[config.mk]
export PLATFORM = sky130hd
export DESIGN_NAME = igbt_ctrl_top
export DESIGN_NICKNAME = d
export VERILOG_FILES = /design/src/uart_pkg.sv /design/src/igbt_pkg.sv /design/src/uart_rx.sv /design/src/uart_tx.sv /design/src/cmd_parser.sv /design/src/cap_monitor.sv /design/src/pulse_ctrl.sv /design/src/igbt_ctrl_top.sv
export VERILOG_INCLUDE_DIRS = /design/src /design/src/src
export SDC_FILE = /design/constraint.sdc
export NUM_CORES = 1
export LEC_CHECK = 0
export ABC_AREA = 0
export BUFFER_PORTS_ARGS = -buffer_cell sky130_fd_sc_hd__buf_2
export CAP_MARGIN = 10
export CORE_MARGIN = 2
export CORE_UTILIZATION = 61
export CTS_BUF_LIST = sky130_fd_sc_hd__clkbuf_4 sky130_fd_sc_hd__clkbuf_8 sky130_fd_sc_hd__clkbuf_16
export CTS_CLUSTER_SIZE = 20
export DETAILED_ROUTE_END_ITERATION = 16
export PLACE_DENSITY = 0.84
export SLEW_MARGIN = 20
export SYNTH_ARGS = -nofsm -noshare
export SYNTH_HDL_FRONTEND = slang
export SYNTH_SLANG_ARGS = --single-unit
export TNS_END_PERCENT = 5
[constraint.sdc]
create_clock -name sys_clk -period 5.1 [get_ports sys_clk]
set_input_delay 0.255 -clock sys_clk [delete_from_list [all_inputs] [get_ports sys_clk]]
set_output_delay 0.255 -clock sys_clk [all_outputs]
set_load 0.01 [all_outputs]
[src/igbt_ctrl_config.svh]
// ----------------------------------------
// igbt controller build constants
// clock, serial link, widths and pulse lengths
// ----------------------------------------
`ifndef IGBT_CTRL_CONFIG_SVH
`define IGBT_CTRL_CONFIG_SVH

// clock and serial link
`define CLK_FREQ          10_000_000   // sys_clk in Hz
`define UART_BPS          625_000      // 16 clocks per bit

// datapath widths
`define ADC_W             14           // adc sample bits
`define NUM_CAP           3            // capacitors and driver boards
`define NUM_GATE          5            // 3 charge + 2 discharge

// frame bytes
`define FRAME_HDR         8'hA5        // command header
`define REPLY_HDR         8'h5A        // status reply header
`define TX_CREDITS        1            // matches the tx one-byte buffer

// pulse lengths in sys_clk cycles
`define DISCHARGE_CYCLES  20
`define DRV_RESET_CYCLES  8

`endif

[src/uart_pkg.sv]
// ----------------------------------------
// serial link types
// uart bytes, command frame, parser states
// ----------------------------------------
package uart_pkg;

   typedef logic [7:0] byte_t;   // one uart data byte

   // decoded setpoint command
   typedef struct packed {
      logic [1:0] chan;    // 1..3, capacitor 0..2
      byte_t      value;   // new setpoint
   } cmd_t;

   // frame parser
   typedef enum logic [1:0] {
      PS_HDR,     // wait for header byte
      PS_CHAN,    // wait for channel byte
      PS_VALUE    // wait for setpoint byte
   } parse_state_e;

endpackage

[src/igbt_pkg.sv]
// ----------------------------------------
// power side types
// adc samples, setpoints, flags, gates, driver status
// ----------------------------------------
`include "igbt_ctrl_config.svh"

package igbt_pkg;
   import uart_pkg::byte_t;

   typedef logic [`ADC_W-1:0] adc_sample_t;   // unsigned adc code

   typedef struct packed {
      adc_sample_t cap2;
      adc_sample_t cap1;
      adc_sample_t cap0;    // lsbs
   } cap_samples_t;

   typedef struct packed {
      byte_t sp2;
      byte_t sp1;
      byte_t sp0;           // lsbs
   } setpoints_t;

   typedef logic [`NUM_CAP-1:0]  cap_flags_t;   // bit i = cap i reached
   typedef logic [`NUM_GATE-1:0] gate_t;        // [2:0] charge, [4:3] discharge

   typedef struct packed {
      logic [`NUM_CAP-1:0] fault;   // per driver board
      logic [`NUM_CAP-1:0] error;   // both inputs high on a board
   } drv_status_t;

   typedef enum logic [2:0] {
      PULSE_IDLE,
      PULSE_CHARGE,
      PULSE_DISCHARGE,
      PULSE_FAULT,
      PULSE_DRV_RESET
   } pulse_state_e;

endpackage

[src/uart_rx.sv]
// ----------------------------------------
// uart receiver, 8N1
// mid-bit sampling, one strobe per good frame
// ----------------------------------------
`timescale 1ns/1ps
`include "igbt_ctrl_config.svh"

module uart_rx import uart_pkg::*; (
   input  logic  sys_clk,
   input  logic  reset,
   input  logic  uart_rxd,
   output logic  rx_valid,
   output byte_t rx_data
);

   localparam int BIT_CYCLES = `CLK_FREQ / `UART_BPS;
   localparam int CNT_W      = $clog2(BIT_CYCLES);
   localparam int HALF_BIT   = BIT_CYCLES / 2;

   logic [2:0]       rxd_sync;   // 2 sync flops + edge history
   logic             busy;
   logic [CNT_W-1:0] clk_cnt;    // position inside a bit
   logic [3:0]       bit_cnt;    // 0 start, 1..8 data, 9 stop
   logic             mid_bit;
   logic             rxd_bit;

   assign rxd_bit = rxd_sync[1];
   assign mid_bit = busy && (clk_cnt == CNT_W'(HALF_BIT));

   // ----------------------------------------
   // frame timing
   // ----------------------------------------
   always_ff @(posedge sys_clk) begin
      if (reset) begin
         rxd_sync <= 3'b111;   // line idles high
         busy     <= 1'b0;
         clk_cnt  <= '0;
         bit_cnt  <= '0;
         rx_valid <= 1'b0;
      end else begin
         rxd_sync <= {rxd_sync[1:0], uart_rxd};
         rx_valid <= 1'b0;
         if (!busy) begin
            clk_cnt <= '0;
            bit_cnt <= '0;
            if (rxd_sync[2:1] == 2'b10)
               busy <= 1'b1;                        // falling edge, start bit
         end else begin
            if (clk_cnt == CNT_W'(BIT_CYCLES - 1)) begin
               clk_cnt <= '0;
               bit_cnt <= bit_cnt + 4'd1;
            end else begin
               clk_cnt <= clk_cnt + 1'b1;
            end
            if (mid_bit && bit_cnt == 4'd0 && rxd_bit)
               busy <= 1'b0;                        // glitch, not a start bit
            if (mid_bit && bit_cnt == 4'd9) begin
               busy     <= 1'b0;
               rx_valid <= rxd_bit;                 // low stop bit drops the byte
            end
         end
      end
   end

   // data bits, lsb first
   always_ff @(posedge sys_clk) begin
      if (mid_bit && bit_cnt != 4'd0 && bit_cnt != 4'd9)
         rx_data <= {rxd_bit, rx_data[7:1]};
   end

endmodule

[src/uart_tx.sv]
// ----------------------------------------
// uart transmitter, 8N1
// one-byte buffer, credit back when stop bit ends
// ----------------------------------------
`timescale 1ns/1ps
`include "igbt_ctrl_config.svh"

module uart_tx import uart_pkg::*; (
   input  logic  sys_clk,
   input  logic  reset,
   input  logic  tx_valid,
   input  byte_t tx_data,
   output logic  tx_credit,
   output logic  uart_txd
);

   localparam int BIT_CYCLES = `CLK_FREQ / `UART_BPS;
   localparam int CNT_W      = $clog2(BIT_CYCLES);

   logic             buf_full;   // byte in flight
   logic [8:0]       tx_buf;     // stop + data still to shift
   logic [CNT_W-1:0] clk_cnt;
   logic [3:0]       bit_cnt;    // bit currently on the line
   logic             bit_end;

   assign bit_end = buf_full && (clk_cnt == CNT_W'(BIT_CYCLES - 1));

   always_ff @(posedge sys_clk) begin
      if (reset) begin
         buf_full  <= 1'b0;
         uart_txd  <= 1'b1;
         clk_cnt   <= '0;
         bit_cnt   <= '0;
         tx_credit <= 1'b0;
      end else begin
         tx_credit <= 1'b0;
         if (!buf_full) begin
            if (tx_valid) begin
               buf_full <= 1'b1;
               uart_txd <= 1'b0;   // start bit next cycle
               clk_cnt  <= '0;
               bit_cnt  <= '0;
            end
         end else if (bit_end) begin
            clk_cnt <= '0;
            if (bit_cnt == 4'd9) begin
               buf_full  <= 1'b0;   // stop bit done
               tx_credit <= 1'b1;   // hand the slot back
            end else begin
               bit_cnt  <= bit_cnt + 4'd1;
               uart_txd <= tx_buf[0];
            end
         end else begin
            clk_cnt <= clk_cnt + 1'b1;
         end
      end
   end

   // shift register, refilled with stop level
   always_ff @(posedge sys_clk) begin
      if (!buf_full && tx_valid)
         tx_buf <= {1'b1, tx_data};
      else if (bit_end)
         tx_buf <= {1'b1, tx_buf[8:1]};
   end

   // sender must hold off until its credit comes back
   a_no_overrun : assert property (@(posedge sys_clk) disable iff (reset)
      tx_valid |-> !buf_full);

endmodule

[src/cmd_parser.sv]
// ----------------------------------------
// command parser
// A5 / channel / value frames set the three setpoints
// each good frame answered by 5A + status under credits
// ----------------------------------------
`timescale 1ns/1ps
`include "igbt_ctrl_config.svh"

module cmd_parser
   import uart_pkg::*;
   import igbt_pkg::*;
(
   input  logic       sys_clk,
   input  logic       reset,
   input  logic       rx_valid,
   input  byte_t      rx_data,
   input  logic       tx_credit,
   input  cap_flags_t cap_flags,
   input  logic       fault_active,
   output logic       tx_valid,
   output byte_t      tx_data,
   output setpoints_t setpoints
);

   localparam int CRED_W = $clog2(`TX_CREDITS + 1) + 1;   // spare bit for overflow

   parse_state_e      state;
   logic [1:0]        chan_q;        // channel from second byte
   cmd_t              cmd;
   logic              frame_done;
   logic [CRED_W-1:0] credit_cnt;
   logic [CRED_W-1:0] credit_next;
   logic [1:0]        pend_cnt;      // reply bytes not yet offered
   logic [1:0]        pend_eff;
   logic              send;
   byte_t             status_byte;

   always_comb begin
      cmd         = '{chan: chan_q, value: rx_data};
      frame_done  = rx_valid && (state == PS_VALUE);
      credit_next = credit_cnt + CRED_W'(tx_credit) - CRED_W'(tx_valid);
      pend_eff    = (frame_done && pend_cnt == 2'd0) ? 2'd2 : pend_cnt;   // busy reply drops new one
      send        = (pend_eff != 2'd0) && (credit_next != '0);
      status_byte = {4'b0000, fault_active, cap_flags};
   end

   // ----------------------------------------
   // frame fsm, setpoints, reply queue
   // ----------------------------------------
   always_ff @(posedge sys_clk) begin
      if (reset) begin
         state      <= PS_HDR;
         chan_q     <= '0;
         credit_cnt <= CRED_W'(`TX_CREDITS);
         pend_cnt   <= '0;
         tx_valid   <= 1'b0;
         setpoints  <= '0;
      end else begin
         credit_cnt <= credit_next;
         pend_cnt   <= pend_eff - {1'b0, send};
         tx_valid   <= send;
         if (rx_valid) begin
            case (state)
               PS_HDR:   if (rx_data == `FRAME_HDR) state <= PS_CHAN;
               PS_CHAN: begin
                  chan_q <= rx_data[1:0];
                  state  <= (rx_data inside {8'd1, 8'd2, 8'd3}) ? PS_VALUE : PS_HDR;
               end
               default:  state <= PS_HDR;   // value byte closes the frame
            endcase
         end
         if (frame_done) begin
            case (cmd.chan)
               2'd1:    setpoints.sp0 <= cmd.value;
               2'd2:    setpoints.sp1 <= cmd.value;
               default: setpoints.sp2 <= cmd.value;
            endcase
         end
      end
   end

   // header first, status at its own send time
   always_ff @(posedge sys_clk) begin
      if (send)
         tx_data <= (pend_eff == 2'd2) ? `REPLY_HDR : status_byte;
   end

   // transmitter must never return more than it was lent
   a_credit_bound : assert property (@(posedge sys_clk) disable iff (reset)
      credit_cnt <= CRED_W'(`TX_CREDITS));

endmodule

[src/cap_monitor.sv]
// ----------------------------------------
// capacitor voltage monitor
// flags each cap once its sample reaches the setpoint
// ----------------------------------------
`timescale 1ns/1ps
`include "igbt_ctrl_config.svh"

module cap_monitor
   import uart_pkg::*;
   import igbt_pkg::*;
(
   input  logic         sys_clk,
   input  logic         reset,
   input  logic         adc_valid,
   input  cap_samples_t adc_samples,
   input  setpoints_t   setpoints,
   output cap_flags_t   cap_flags
);

   // upper byte of the sample against the 8-bit setpoint
   function automatic logic reached(adc_sample_t sample, byte_t sp);
      return sample[`ADC_W-1 -: 8] >= sp;
   endfunction

   always_ff @(posedge sys_clk) begin
      if (reset) begin
         cap_flags <= '0;
      end else if (adc_valid) begin   // hold between sample sets
         cap_flags <= {reached(adc_samples.cap2, setpoints.sp2),
                       reached(adc_samples.cap1, setpoints.sp1),
                       reached(adc_samples.cap0, setpoints.sp0)};
      end
   end

endmodule

[src/pulse_ctrl.sv]
// ----------------------------------------
// pulse control fsm
// charge / discharge gates, driver faults, driver reset pulse
// ----------------------------------------
`timescale 1ns/1ps
`include "igbt_ctrl_config.svh"

module pulse_ctrl import igbt_pkg::*; (
   input  logic                sys_clk,
   input  logic                reset,
   input  logic [3:0]          key,
   input  drv_status_t         drv_status,
   input  cap_flags_t          cap_flags,
   output gate_t               gate,
   output logic [`NUM_CAP-1:0] drv_reset,
   output logic                fault_active
);

   localparam int MAX_CYC = (`DISCHARGE_CYCLES > `DRV_RESET_CYCLES) ?
                            `DISCHARGE_CYCLES : `DRV_RESET_CYCLES;
   localparam int CNT_W   = $clog2(MAX_CYC);

   logic [3:0]          key_s1, key_s2, key_d;
   logic [3:0]          key_rise;
   drv_status_t         drv_s1, drv_s2;
   logic                fault_any;
   logic [`NUM_CAP-1:0] charge_req;
   logic [1:0]          charge_sel;
   logic [1:0]          cap_sel;      // cap being charged
   logic [CNT_W-1:0]    cnt;          // discharge / reset length
   pulse_state_e        state;

   // ----------------------------------------
   // input sync and edge detect
   // ----------------------------------------
   always_ff @(posedge sys_clk) begin
      if (reset) begin
         key_s1 <= '0;
         key_s2 <= '0;
         key_d  <= '0;
         drv_s1 <= '0;
         drv_s2 <= '0;
      end else begin
         key_s1 <= key;
         key_s2 <= key_s1;
         key_d  <= key_s2;
         drv_s1 <= drv_status;
         drv_s2 <= drv_s1;
      end
   end

   assign key_rise  = key_s2 & ~key_d;
   assign fault_any = |drv_s2;   // any fault or error bit

   // lowest key wins, skip caps already charged
   always_comb begin
      charge_req = key_rise[`NUM_CAP-1:0] & ~cap_flags;
      charge_sel = '0;
      for (int i = `NUM_CAP - 1; i >= 0; i--)
         if (charge_req[i]) charge_sel = 2'(i);
   end

   // ----------------------------------------
   // control fsm
   // ----------------------------------------
   always_ff @(posedge sys_clk) begin
      if (reset) begin
         state   <= PULSE_IDLE;
         cap_sel <= '0;
         cnt     <= '0;
      end else if (fault_any) begin
         state <= PULSE_FAULT;   // from any state
         cnt   <= '0;
      end else begin
         cnt <= cnt + 1'b1;
         case (state)
            PULSE_IDLE: begin
               cnt <= '0;
               if (|charge_req) begin
                  state   <= PULSE_CHARGE;
                  cap_sel <= charge_sel;
               end else if (key_rise[3]) begin
                  state <= PULSE_DISCHARGE;
               end
            end
            PULSE_CHARGE:    if (cap_flags[cap_sel]) state <= PULSE_IDLE;
            PULSE_DISCHARGE: if (cnt == CNT_W'(`DISCHARGE_CYCLES - 1)) state <= PULSE_IDLE;
            PULSE_FAULT: begin
               cnt   <= '0;
               state <= PULSE_DRV_RESET;   // status clear now
            end
            default:         if (cnt == CNT_W'(`DRV_RESET_CYCLES - 1)) state <= PULSE_IDLE;
         endcase
      end
   end

   // gates decoded straight from state
   always_comb begin
      gate = '0;
      case (state)
         PULSE_CHARGE:    gate[cap_sel] = 1'b1;
         PULSE_DISCHARGE: gate[`NUM_GATE-1 -: 2] = 2'b11;
         default:         gate = '0;
      endcase
   end

   assign drv_reset    = {`NUM_CAP{state == PULSE_DRV_RESET}};
   assign fault_active = (state == PULSE_FAULT);

   // charging into a discharging bank shorts the supply
   a_gate_excl : assert property (@(posedge sys_clk) disable iff (reset)
      !(|gate[`NUM_CAP-1:0] && |gate[`NUM_GATE-1 -: 2]));

endmodule

[src/igbt_ctrl_top.sv]
// ----------------------------------------
// igbt charge / discharge controller top
// uart link and cap monitor around the pulse fsm
// ----------------------------------------
`timescale 1ns/1ps
`include "igbt_ctrl_config.svh"

module igbt_ctrl_top
   import uart_pkg::*;
   import igbt_pkg::*;
(
   input  logic                sys_clk,
   input  logic                reset,
   input  logic                uart_rxd,
   output logic                uart_txd,
   input  logic [3:0]          key,
   input  logic                adc_valid,
   input  cap_samples_t        adc_samples,
   input  drv_status_t         drv_status,
   output gate_t               gate,
   output logic [`NUM_CAP-1:0] drv_reset
);

   // link path
   logic       rx_valid;
   byte_t      rx_data;
   logic       tx_valid;
   byte_t      tx_data;
   logic       tx_credit;
   // power path
   setpoints_t setpoints;
   cap_flags_t cap_flags;
   logic       fault_active;

   uart_rx u_uart_rx (
      .sys_clk  (sys_clk),
      .reset    (reset),
      .uart_rxd (uart_rxd),
      .rx_valid (rx_valid),
      .rx_data  (rx_data)
   );

   uart_tx u_uart_tx (
      .sys_clk   (sys_clk),
      .reset     (reset),
      .tx_valid  (tx_valid),
      .tx_data   (tx_data),
      .tx_credit (tx_credit),
      .uart_txd  (uart_txd)
   );

   cmd_parser u_cmd_parser (
      .sys_clk      (sys_clk),
      .reset        (reset),
      .rx_valid     (rx_valid),
      .rx_data      (rx_data),
      .tx_credit    (tx_credit),
      .cap_flags    (cap_flags),
      .fault_active (fault_active),
      .tx_valid     (tx_valid),
      .tx_data      (tx_data),
      .setpoints    (setpoints)
   );

   cap_monitor u_cap_monitor (
      .sys_clk     (sys_clk),
      .reset       (reset),
      .adc_valid   (adc_valid),
      .adc_samples (adc_samples),
      .setpoints   (setpoints),
      .cap_flags   (cap_flags)
   );

   pulse_ctrl u_pulse_ctrl (
      .sys_clk      (sys_clk),
      .reset        (reset),
      .key          (key),
      .drv_status   (drv_status),
      .cap_flags    (cap_flags),
      .gate         (gate),
      .drv_reset    (drv_reset),
      .fault_active (fault_active)
   );

endmodule

After elaboration in Yosys (flattened, before gate mapping)
Index checks and enable logic that the tools add are counted.
{"block": "word_totals", "register_bits": 118, "latch_bits": 0, "ram_bits": 0, "romBits": 0, "input_bits": 56, "output_inout_bits": 9, "wordCells": 174, "memories": 0}
{"block": "classes", "addsub": 8, "multipliers": 0, "div_mod_pow": 0, "magnitude_cmp": 6, "eq_ne": 31, "shift": 0, "mux": 42, "bitwise": 10, "n_reduce_logical": 43}
{"cell": "$ge A8 B8 Y1", "n": 3}
{"cell": "$mux W4", "n": 6}
{"cell": "$eq A4 B4 Y1 const B", "n": 5}
{"cell": "$mux W3", "n": 6}
{"cell": "$add A4 B1 Y4 const B", "n": 4}
{"cell": "$eq A8 B2 Y1 const B", "n": 2}
{"cell": "$mux W8", "n": 2}
{"cell": "$mux W1", "n": 15}
{"cell": "$mux W2", "n": 7}
{"cell": "$logic_and A1 B1 Y1", "n": 12}
{"cell": "$pmux W3 S4", "n": 1}
{"cell": "$reduce_or A3 Y1", "n": 4}
{"cell": "$reduce_and A2 Y1", "n": 5}
{"cell": "$ne A3 B1 Y1 const B", "n": 3}
{"cell": "$reduce_or A9 Y1", "n": 1}
{"cell": "$eq A2 B2 Y1 const B", "n": 4}
{"cell": "$eq A8 B1 Y1 const B", "n": 1}
{"cell": "$eq A8 B8 Y1 const B", "n": 1}
{"cell": "$pmux W2 S2", "n": 2}
{"cell": "$reduce_and A4 Y1", "n": 2}
{"cell": "$reduce_bool A2 Y1", "n": 4}
{"cell": "$mux W7", "n": 1}
{"cell": "$reduce_or A7 Y1", "n": 1}
{"cell": "$eq A3 B2 Y1 const B", "n": 2}
{"cell": "33 further kinds", "n": 46}

Logic depth before layout (Yosys ltp)
{"block": "depth", "word_depth": 7, "mapped_depth": 11, "mapped_depth_nobuf": 11}

Modules after synthesis
A second synthesis with hierarchy kept.
{"block": "hier_totals", "hier_cells": 549, "hier_area_um2": 5206.2}
{"module": "cmd_parser", "n_inst": 1, "cells_each": 172, "area_per_inst_um2": 1539.0, "seq_area_each_um2": 810.8}
{"module": "pulse_ctrl", "n_inst": 1, "cells_each": 127, "area_per_inst_um2": 1275.0, "seq_area_each_um2": 680.7}
{"module": "uart_tx", "n_inst": 1, "cells_each": 97, "area_per_inst_um2": 920.9, "seq_area_each_um2": 460.4}
{"module": "uart_rx", "n_inst": 1, "cells_each": 65, "area_per_inst_um2": 804.5, "seq_area_each_um2": 500.5}
{"module": "cap_monitor", "n_inst": 1, "cells_each": 88, "area_per_inst_um2": 666.9, "seq_area_each_um2": 60.1}

Worst setup path after synthesis
Ideal clock, no wire load.
{"block": "synth_timing", "path_type": "register -> register", "from": "register u_cmd_parser.tx_valid", "to": "register u_cmd_parser.pend_cnt[1]", "setup_time_ns": 0.128, "arrival_ns": 1.925, "t_required_ns": 4.972, "setup_slack_ns": 3.047, "stages_incl_launch_ff": 11, "n_path_buf": 0, "period_less_slack_ns": 2.053, "path_cell_list": "dfxtp_1 > ha_1 > inv_1 > ha_1 > xnor2_1 > xnor2_1 > nor2_1 > a21oi_1 > ha_1 > xor2_1 > nor2_1"}
{"block": "synth_via", "elab_chain_cells": 4}
{"element": "from (decl)", "line": "cmd_parser.sv:20", "rtl": "output logic tx_valid,"}
{"element": "from (signal assigned)", "line": "cmd_parser.sv:61", "rtl": "tx_valid <= send;"}
{"element": "$sub A2 B1 Y2", "line": "cmd_parser.sv:41", "rtl": "credit_next = credit_cnt + CRED_W'(tx_credit) - CRED_W'(tx_valid);"}
{"element": "$reduce_bool A2 Y1", "line": "cmd_parser.sv:43", "rtl": "send = (pend_eff != 2'd0) && (credit_next != '0);"}
{"element": "$logic_and A1 B1 Y1", "line": "cmd_parser.sv:43"}
{"element": "named net u_cmd_parser.send", "line": "cmd_parser.sv:35", "rtl": "logic send;"}
{"element": "$sub A2 B1 Y2", "line": "cmd_parser.sv:60", "rtl": "pend_cnt <= pend_eff - {1'b0, send};"}
{"element": "to (signal assigned)", "line": "cmd_parser.sv:60"}
{"element": "to (decl)", "line": "cmd_parser.sv:33", "rtl": "logic [1:0] pend_cnt;"}
The timed path passes the listed nets, and every way through them passes these cells.
A chain may end at the register's enable or synchronous reset.

Worst setup path after layout
Same ends and word-level chain as after synthesis.

==> reports/metrics.csv <==
metric;value;unit
worst-path fanout max;7;
Worst EP arrival;2.78;ns
Area Growth Syn to Fin;20.4;%
ys async rst share;0;
EDFF count, synth;21;
Worst setup EP type;flip-flop;
Post-Synth Adder-Cell Area;0.0944;
final instance area;6070;sq um
RSZ-0062 raised after global routing;false;
met2 usage;0.423;
crit path launch;u_cmd_parser.tx_valid;
Setup crit start kind;flip-flop;
# clock sinks;115;
Final Routed Wirelength;9970;um
Register-to-Register Setup Slack;2.70;ns
status;completed;
global-route wire length before repair;16700;um
multiplexer share of the synthesized area;0.00993;
Req. time, crit path;5.48;ns
final hold viol count;0;
Synth Instances;539;
CTS tree;built;
placed cell area;5320;sq um
Finished Layout Cells;714;
Pre-antenna DRT Iters;4;
NumNets Final;690;
PwrDens;425;nW/um^2
via count;3890;
top-area cell type share of the netlist area;0.373;
CTS Root Cell;clkbuf_8;
CTS Buf Count;17;
die span in y;94.9;um
sequential share of power;0.411;
Fillers;543;
Rows;33;
area of the core;8090;sq um
Synth area leader;dfxtp_1;
met1 Usage GRT;0.282;
P_sw;581;uW
global router's overall resource usage;0.240;
YS warnings;0;
switching share of power;0.226;
Pins Over Slew Limit;0;
area taken by multi-input logic gates;2290;sq um
post-synthesis sequential area ratio;0.499;
Storage cell area;2510;sq um
Iter 0 DRT Violations;294;
Setup TNS;0;ns
maximum VDD drop;0.280;mV
Max Root-Sink Buffers;2;
Antenna Cells;0;
leakage;2.41;nW
xor-xnor portion of the synthesized cell area;0.0226;
share of layout cells above drive strength 1;0.141;
M3 GR Usage;0.0678;
largest net degree at the start of global routing;54;
antenna violations before repair;0;
RR Endpoint;u_cmd_parser.pend_cnt[1];
Initial Utilization;0.623;
clock slew at reported path FFs;0.06;ns
most common cell in the netlist;dfxtp_1;
Max-cap violations;0;
Final period util;0.470;
Worst Hold Launch;adc_valid;
Clock power frac;0.489;
GP Congestion;0.827;
Unique masters post-synth;45;
simple-gate area share of the yosys netlist;0.235;
vias in the first global route;3806;
Setup crit end;u_cmd_parser.pend_cnt[1];
H-tree Lvls;4;
predominant post-synthesis flop cell;dfxtp_1;
GRT overflow;0;
register bit total from synthesis;115;
Worst-Margin Slew;0.909;ns
Wirelength per Cell;14.0;um
R2R depth;10;
Highest Clock Rate;417;MHz
Final setup viols;0;
combinational power share;0.100;
synthesized area;5040;sq um
Compound-Gate Fraction of Synth Area;0.0921;
DP HPWL;6300;um
largest family of logic cells by synthesized area;simple AND/OR/NAND/NOR gates;
Die X;94.9;um
Worst slew margin;0.394;
CP Class;flip-flop to flip-flop;
Critical R2R Launch;u_cmd_parser.tx_valid;
CTS resizes;0;
most used routing layer;met2;
# IOs;65;
Placed Cells;671;
IO Port Bufs;46;
Area contributors post-synth;dfxtp_1, edfxtp_1, ha_1;
Clock Latency Late Sink;0.51;ns
crit path time final;2.40;ns
Die Area;9000;sq um
Routed Antenna Nets;0;
Final Skew;0.00717;ns
internal power;2.00;mW
HP Class;input port to flip-flop;
syn_nets;633;
Synth Area per Inst;9.35;sq um
synth cell count leaders;dfxtp_1, nand2_1, inv_1;
DRC Markers;0;
via/cell ratio;5.45;
-- cells by family (layout without fill, tap and decap cells) --
kind of cell               Yosys count  count (layout)
and+or+nand+nor                    233             233
DFF                                115             115
AOI/OAI and AO/OA                   75              75
buffers and inverters               60             130
adders and majority gates           38              38
xor gates and xnor gates            13              13
muxes                                5               5
-- power by group through the flow --
stage                     Clock [mW]  Sequential, mW  Combinational [mW]
after global routing            1.31            1.07               0.293
after floorplan                    0            1.05               0.195
after detailed placement           0            1.07               0.240
final                           1.26            1.06               0.257
after global placement             0            1.07               0.226
after CTS                       1.27            1.06               0.258
-- critical path, stage by stage (launching register included) --
cell and delay (ns):
dfxtp_1 0.35, ha_1 0.29, inv_1 0.04, ha_1 0.18, xnor2_1 0.17, xnor2_1 0.16, nor2_1 0.09, a21oi_1 0.52
ha_1 0.28, xor2_1 0.14, nor2_1 0.05
-- cell usage in the layout (no fill, tap or decap), types with 2 or more instances in the layout --
master,count
xor2_1,7
nand3_1,14
and3_1,6
inv_1,40
clkinv_1,4
o21ai_0,7
nand3b_1,2
nor3_1,6
a211oi_1,7
dlygate4sd3_1,11
nor4_1,4
or2_2,5
dfxtp_1,94
nand2b_1,10
xnor2_1,6
a21oi_1,39
nand2_1,82
or3_1,2
nand4_1,5
or3b_2,3
nand4bb_1,2
nor2_1,39
buf_2,46
edfxtp_1,21
clkbuf_16,17
nand4b_1,6
clkinv_2,2
bufinv_16,5
a31oi_1,2
mux2i_1,5
and2_1,3
a21o_1,9
nor3b_1,7
ha_1,38
clkbuf_4,2
nor2b_1,33
a41oi_1,3
-- state kept, by name, indices dropped and copies added, names as in the netlist, 3 cells and up --
signal,flops
u_pulse_ctrl.key_d,4
u_uart_tx.tx_buf,8
u_pulse_ctrl.key_s2,4
u_pulse_ctrl.drv_s2,6
u_cap_monitor.cap_flags,3
u_uart_rx.rx_data,8
u_uart_tx.clk_cnt,4
u_pulse_ctrl.state,3
u_cmd_parser.tx_data,5
u_pulse_ctrl.key_s1,4
u_pulse_ctrl.cnt,5
u_uart_tx.bit_cnt,4
u_uart_rx.rxd_sync,3
u_uart_rx.bit_cnt,4
u_pulse_ctrl.drv_s1,6
u_cmd_parser.setpoints,24
u_uart_rx.clk_cnt,4
-- area by class of cell --
class / count / area share
Sequential cell: 115 / 0.414
Multi-Input combinational cell: 364 / 0.377
Clock buffer: 20 / 0.0748
Timing Repair Buffer: 58 / 0.0573
Clock inverter: 12 / 0.0301
Inverter: 40 / 0.0247
Tap cell: 105 / 0.0216
-- timing repair --
action                                 4_1_cts  5_1_grt
hold buffers                                11        0
buffers inserted                             0        0
endpoints found under the hold margin       11        0
-- metrics by stage --
stage                     setup WS [ns]  hold WS, ns  utilization  power, mW
after CTS                          2.68        0.133        0.750       2.59
after detailed placement           2.81        0.399        0.658       1.31
after global placement             2.87        0.392        0.658       1.30
after global routing               2.48        0.152        0.750       2.67
after floorplan                    3.05        0.359            -       1.25
final                              2.70        0.146        0.750       2.58
-- worst min path at each step --
stage	end	slack, ns	cells past startpoint
3_3_place_gp	u_uart_rx.rxd_sync[1]	0.39	1
4_1_cts	u_cap_monitor.cap_flags[1]	0.13	3
2_1_floorplan	u_uart_rx.rxd_sync[0]	0.36	1
5_1_grt	u_cap_monitor.cap_flags[1]	0.15	3
3_5_place_dp	u_uart_rx.rxd_sync[1]	0.40	1
6_report	u_cap_monitor.cap_flags[1]	0.15	3
-- layer usage --
layer / part of all wire / wire, um
met5: 0 / 0
met4: 0.0082 / 82
met3: 0.043 / 428
met2: 0.52 / 5170
met1: 0.43 / 4280
Power figures use the tool's default switching activity.
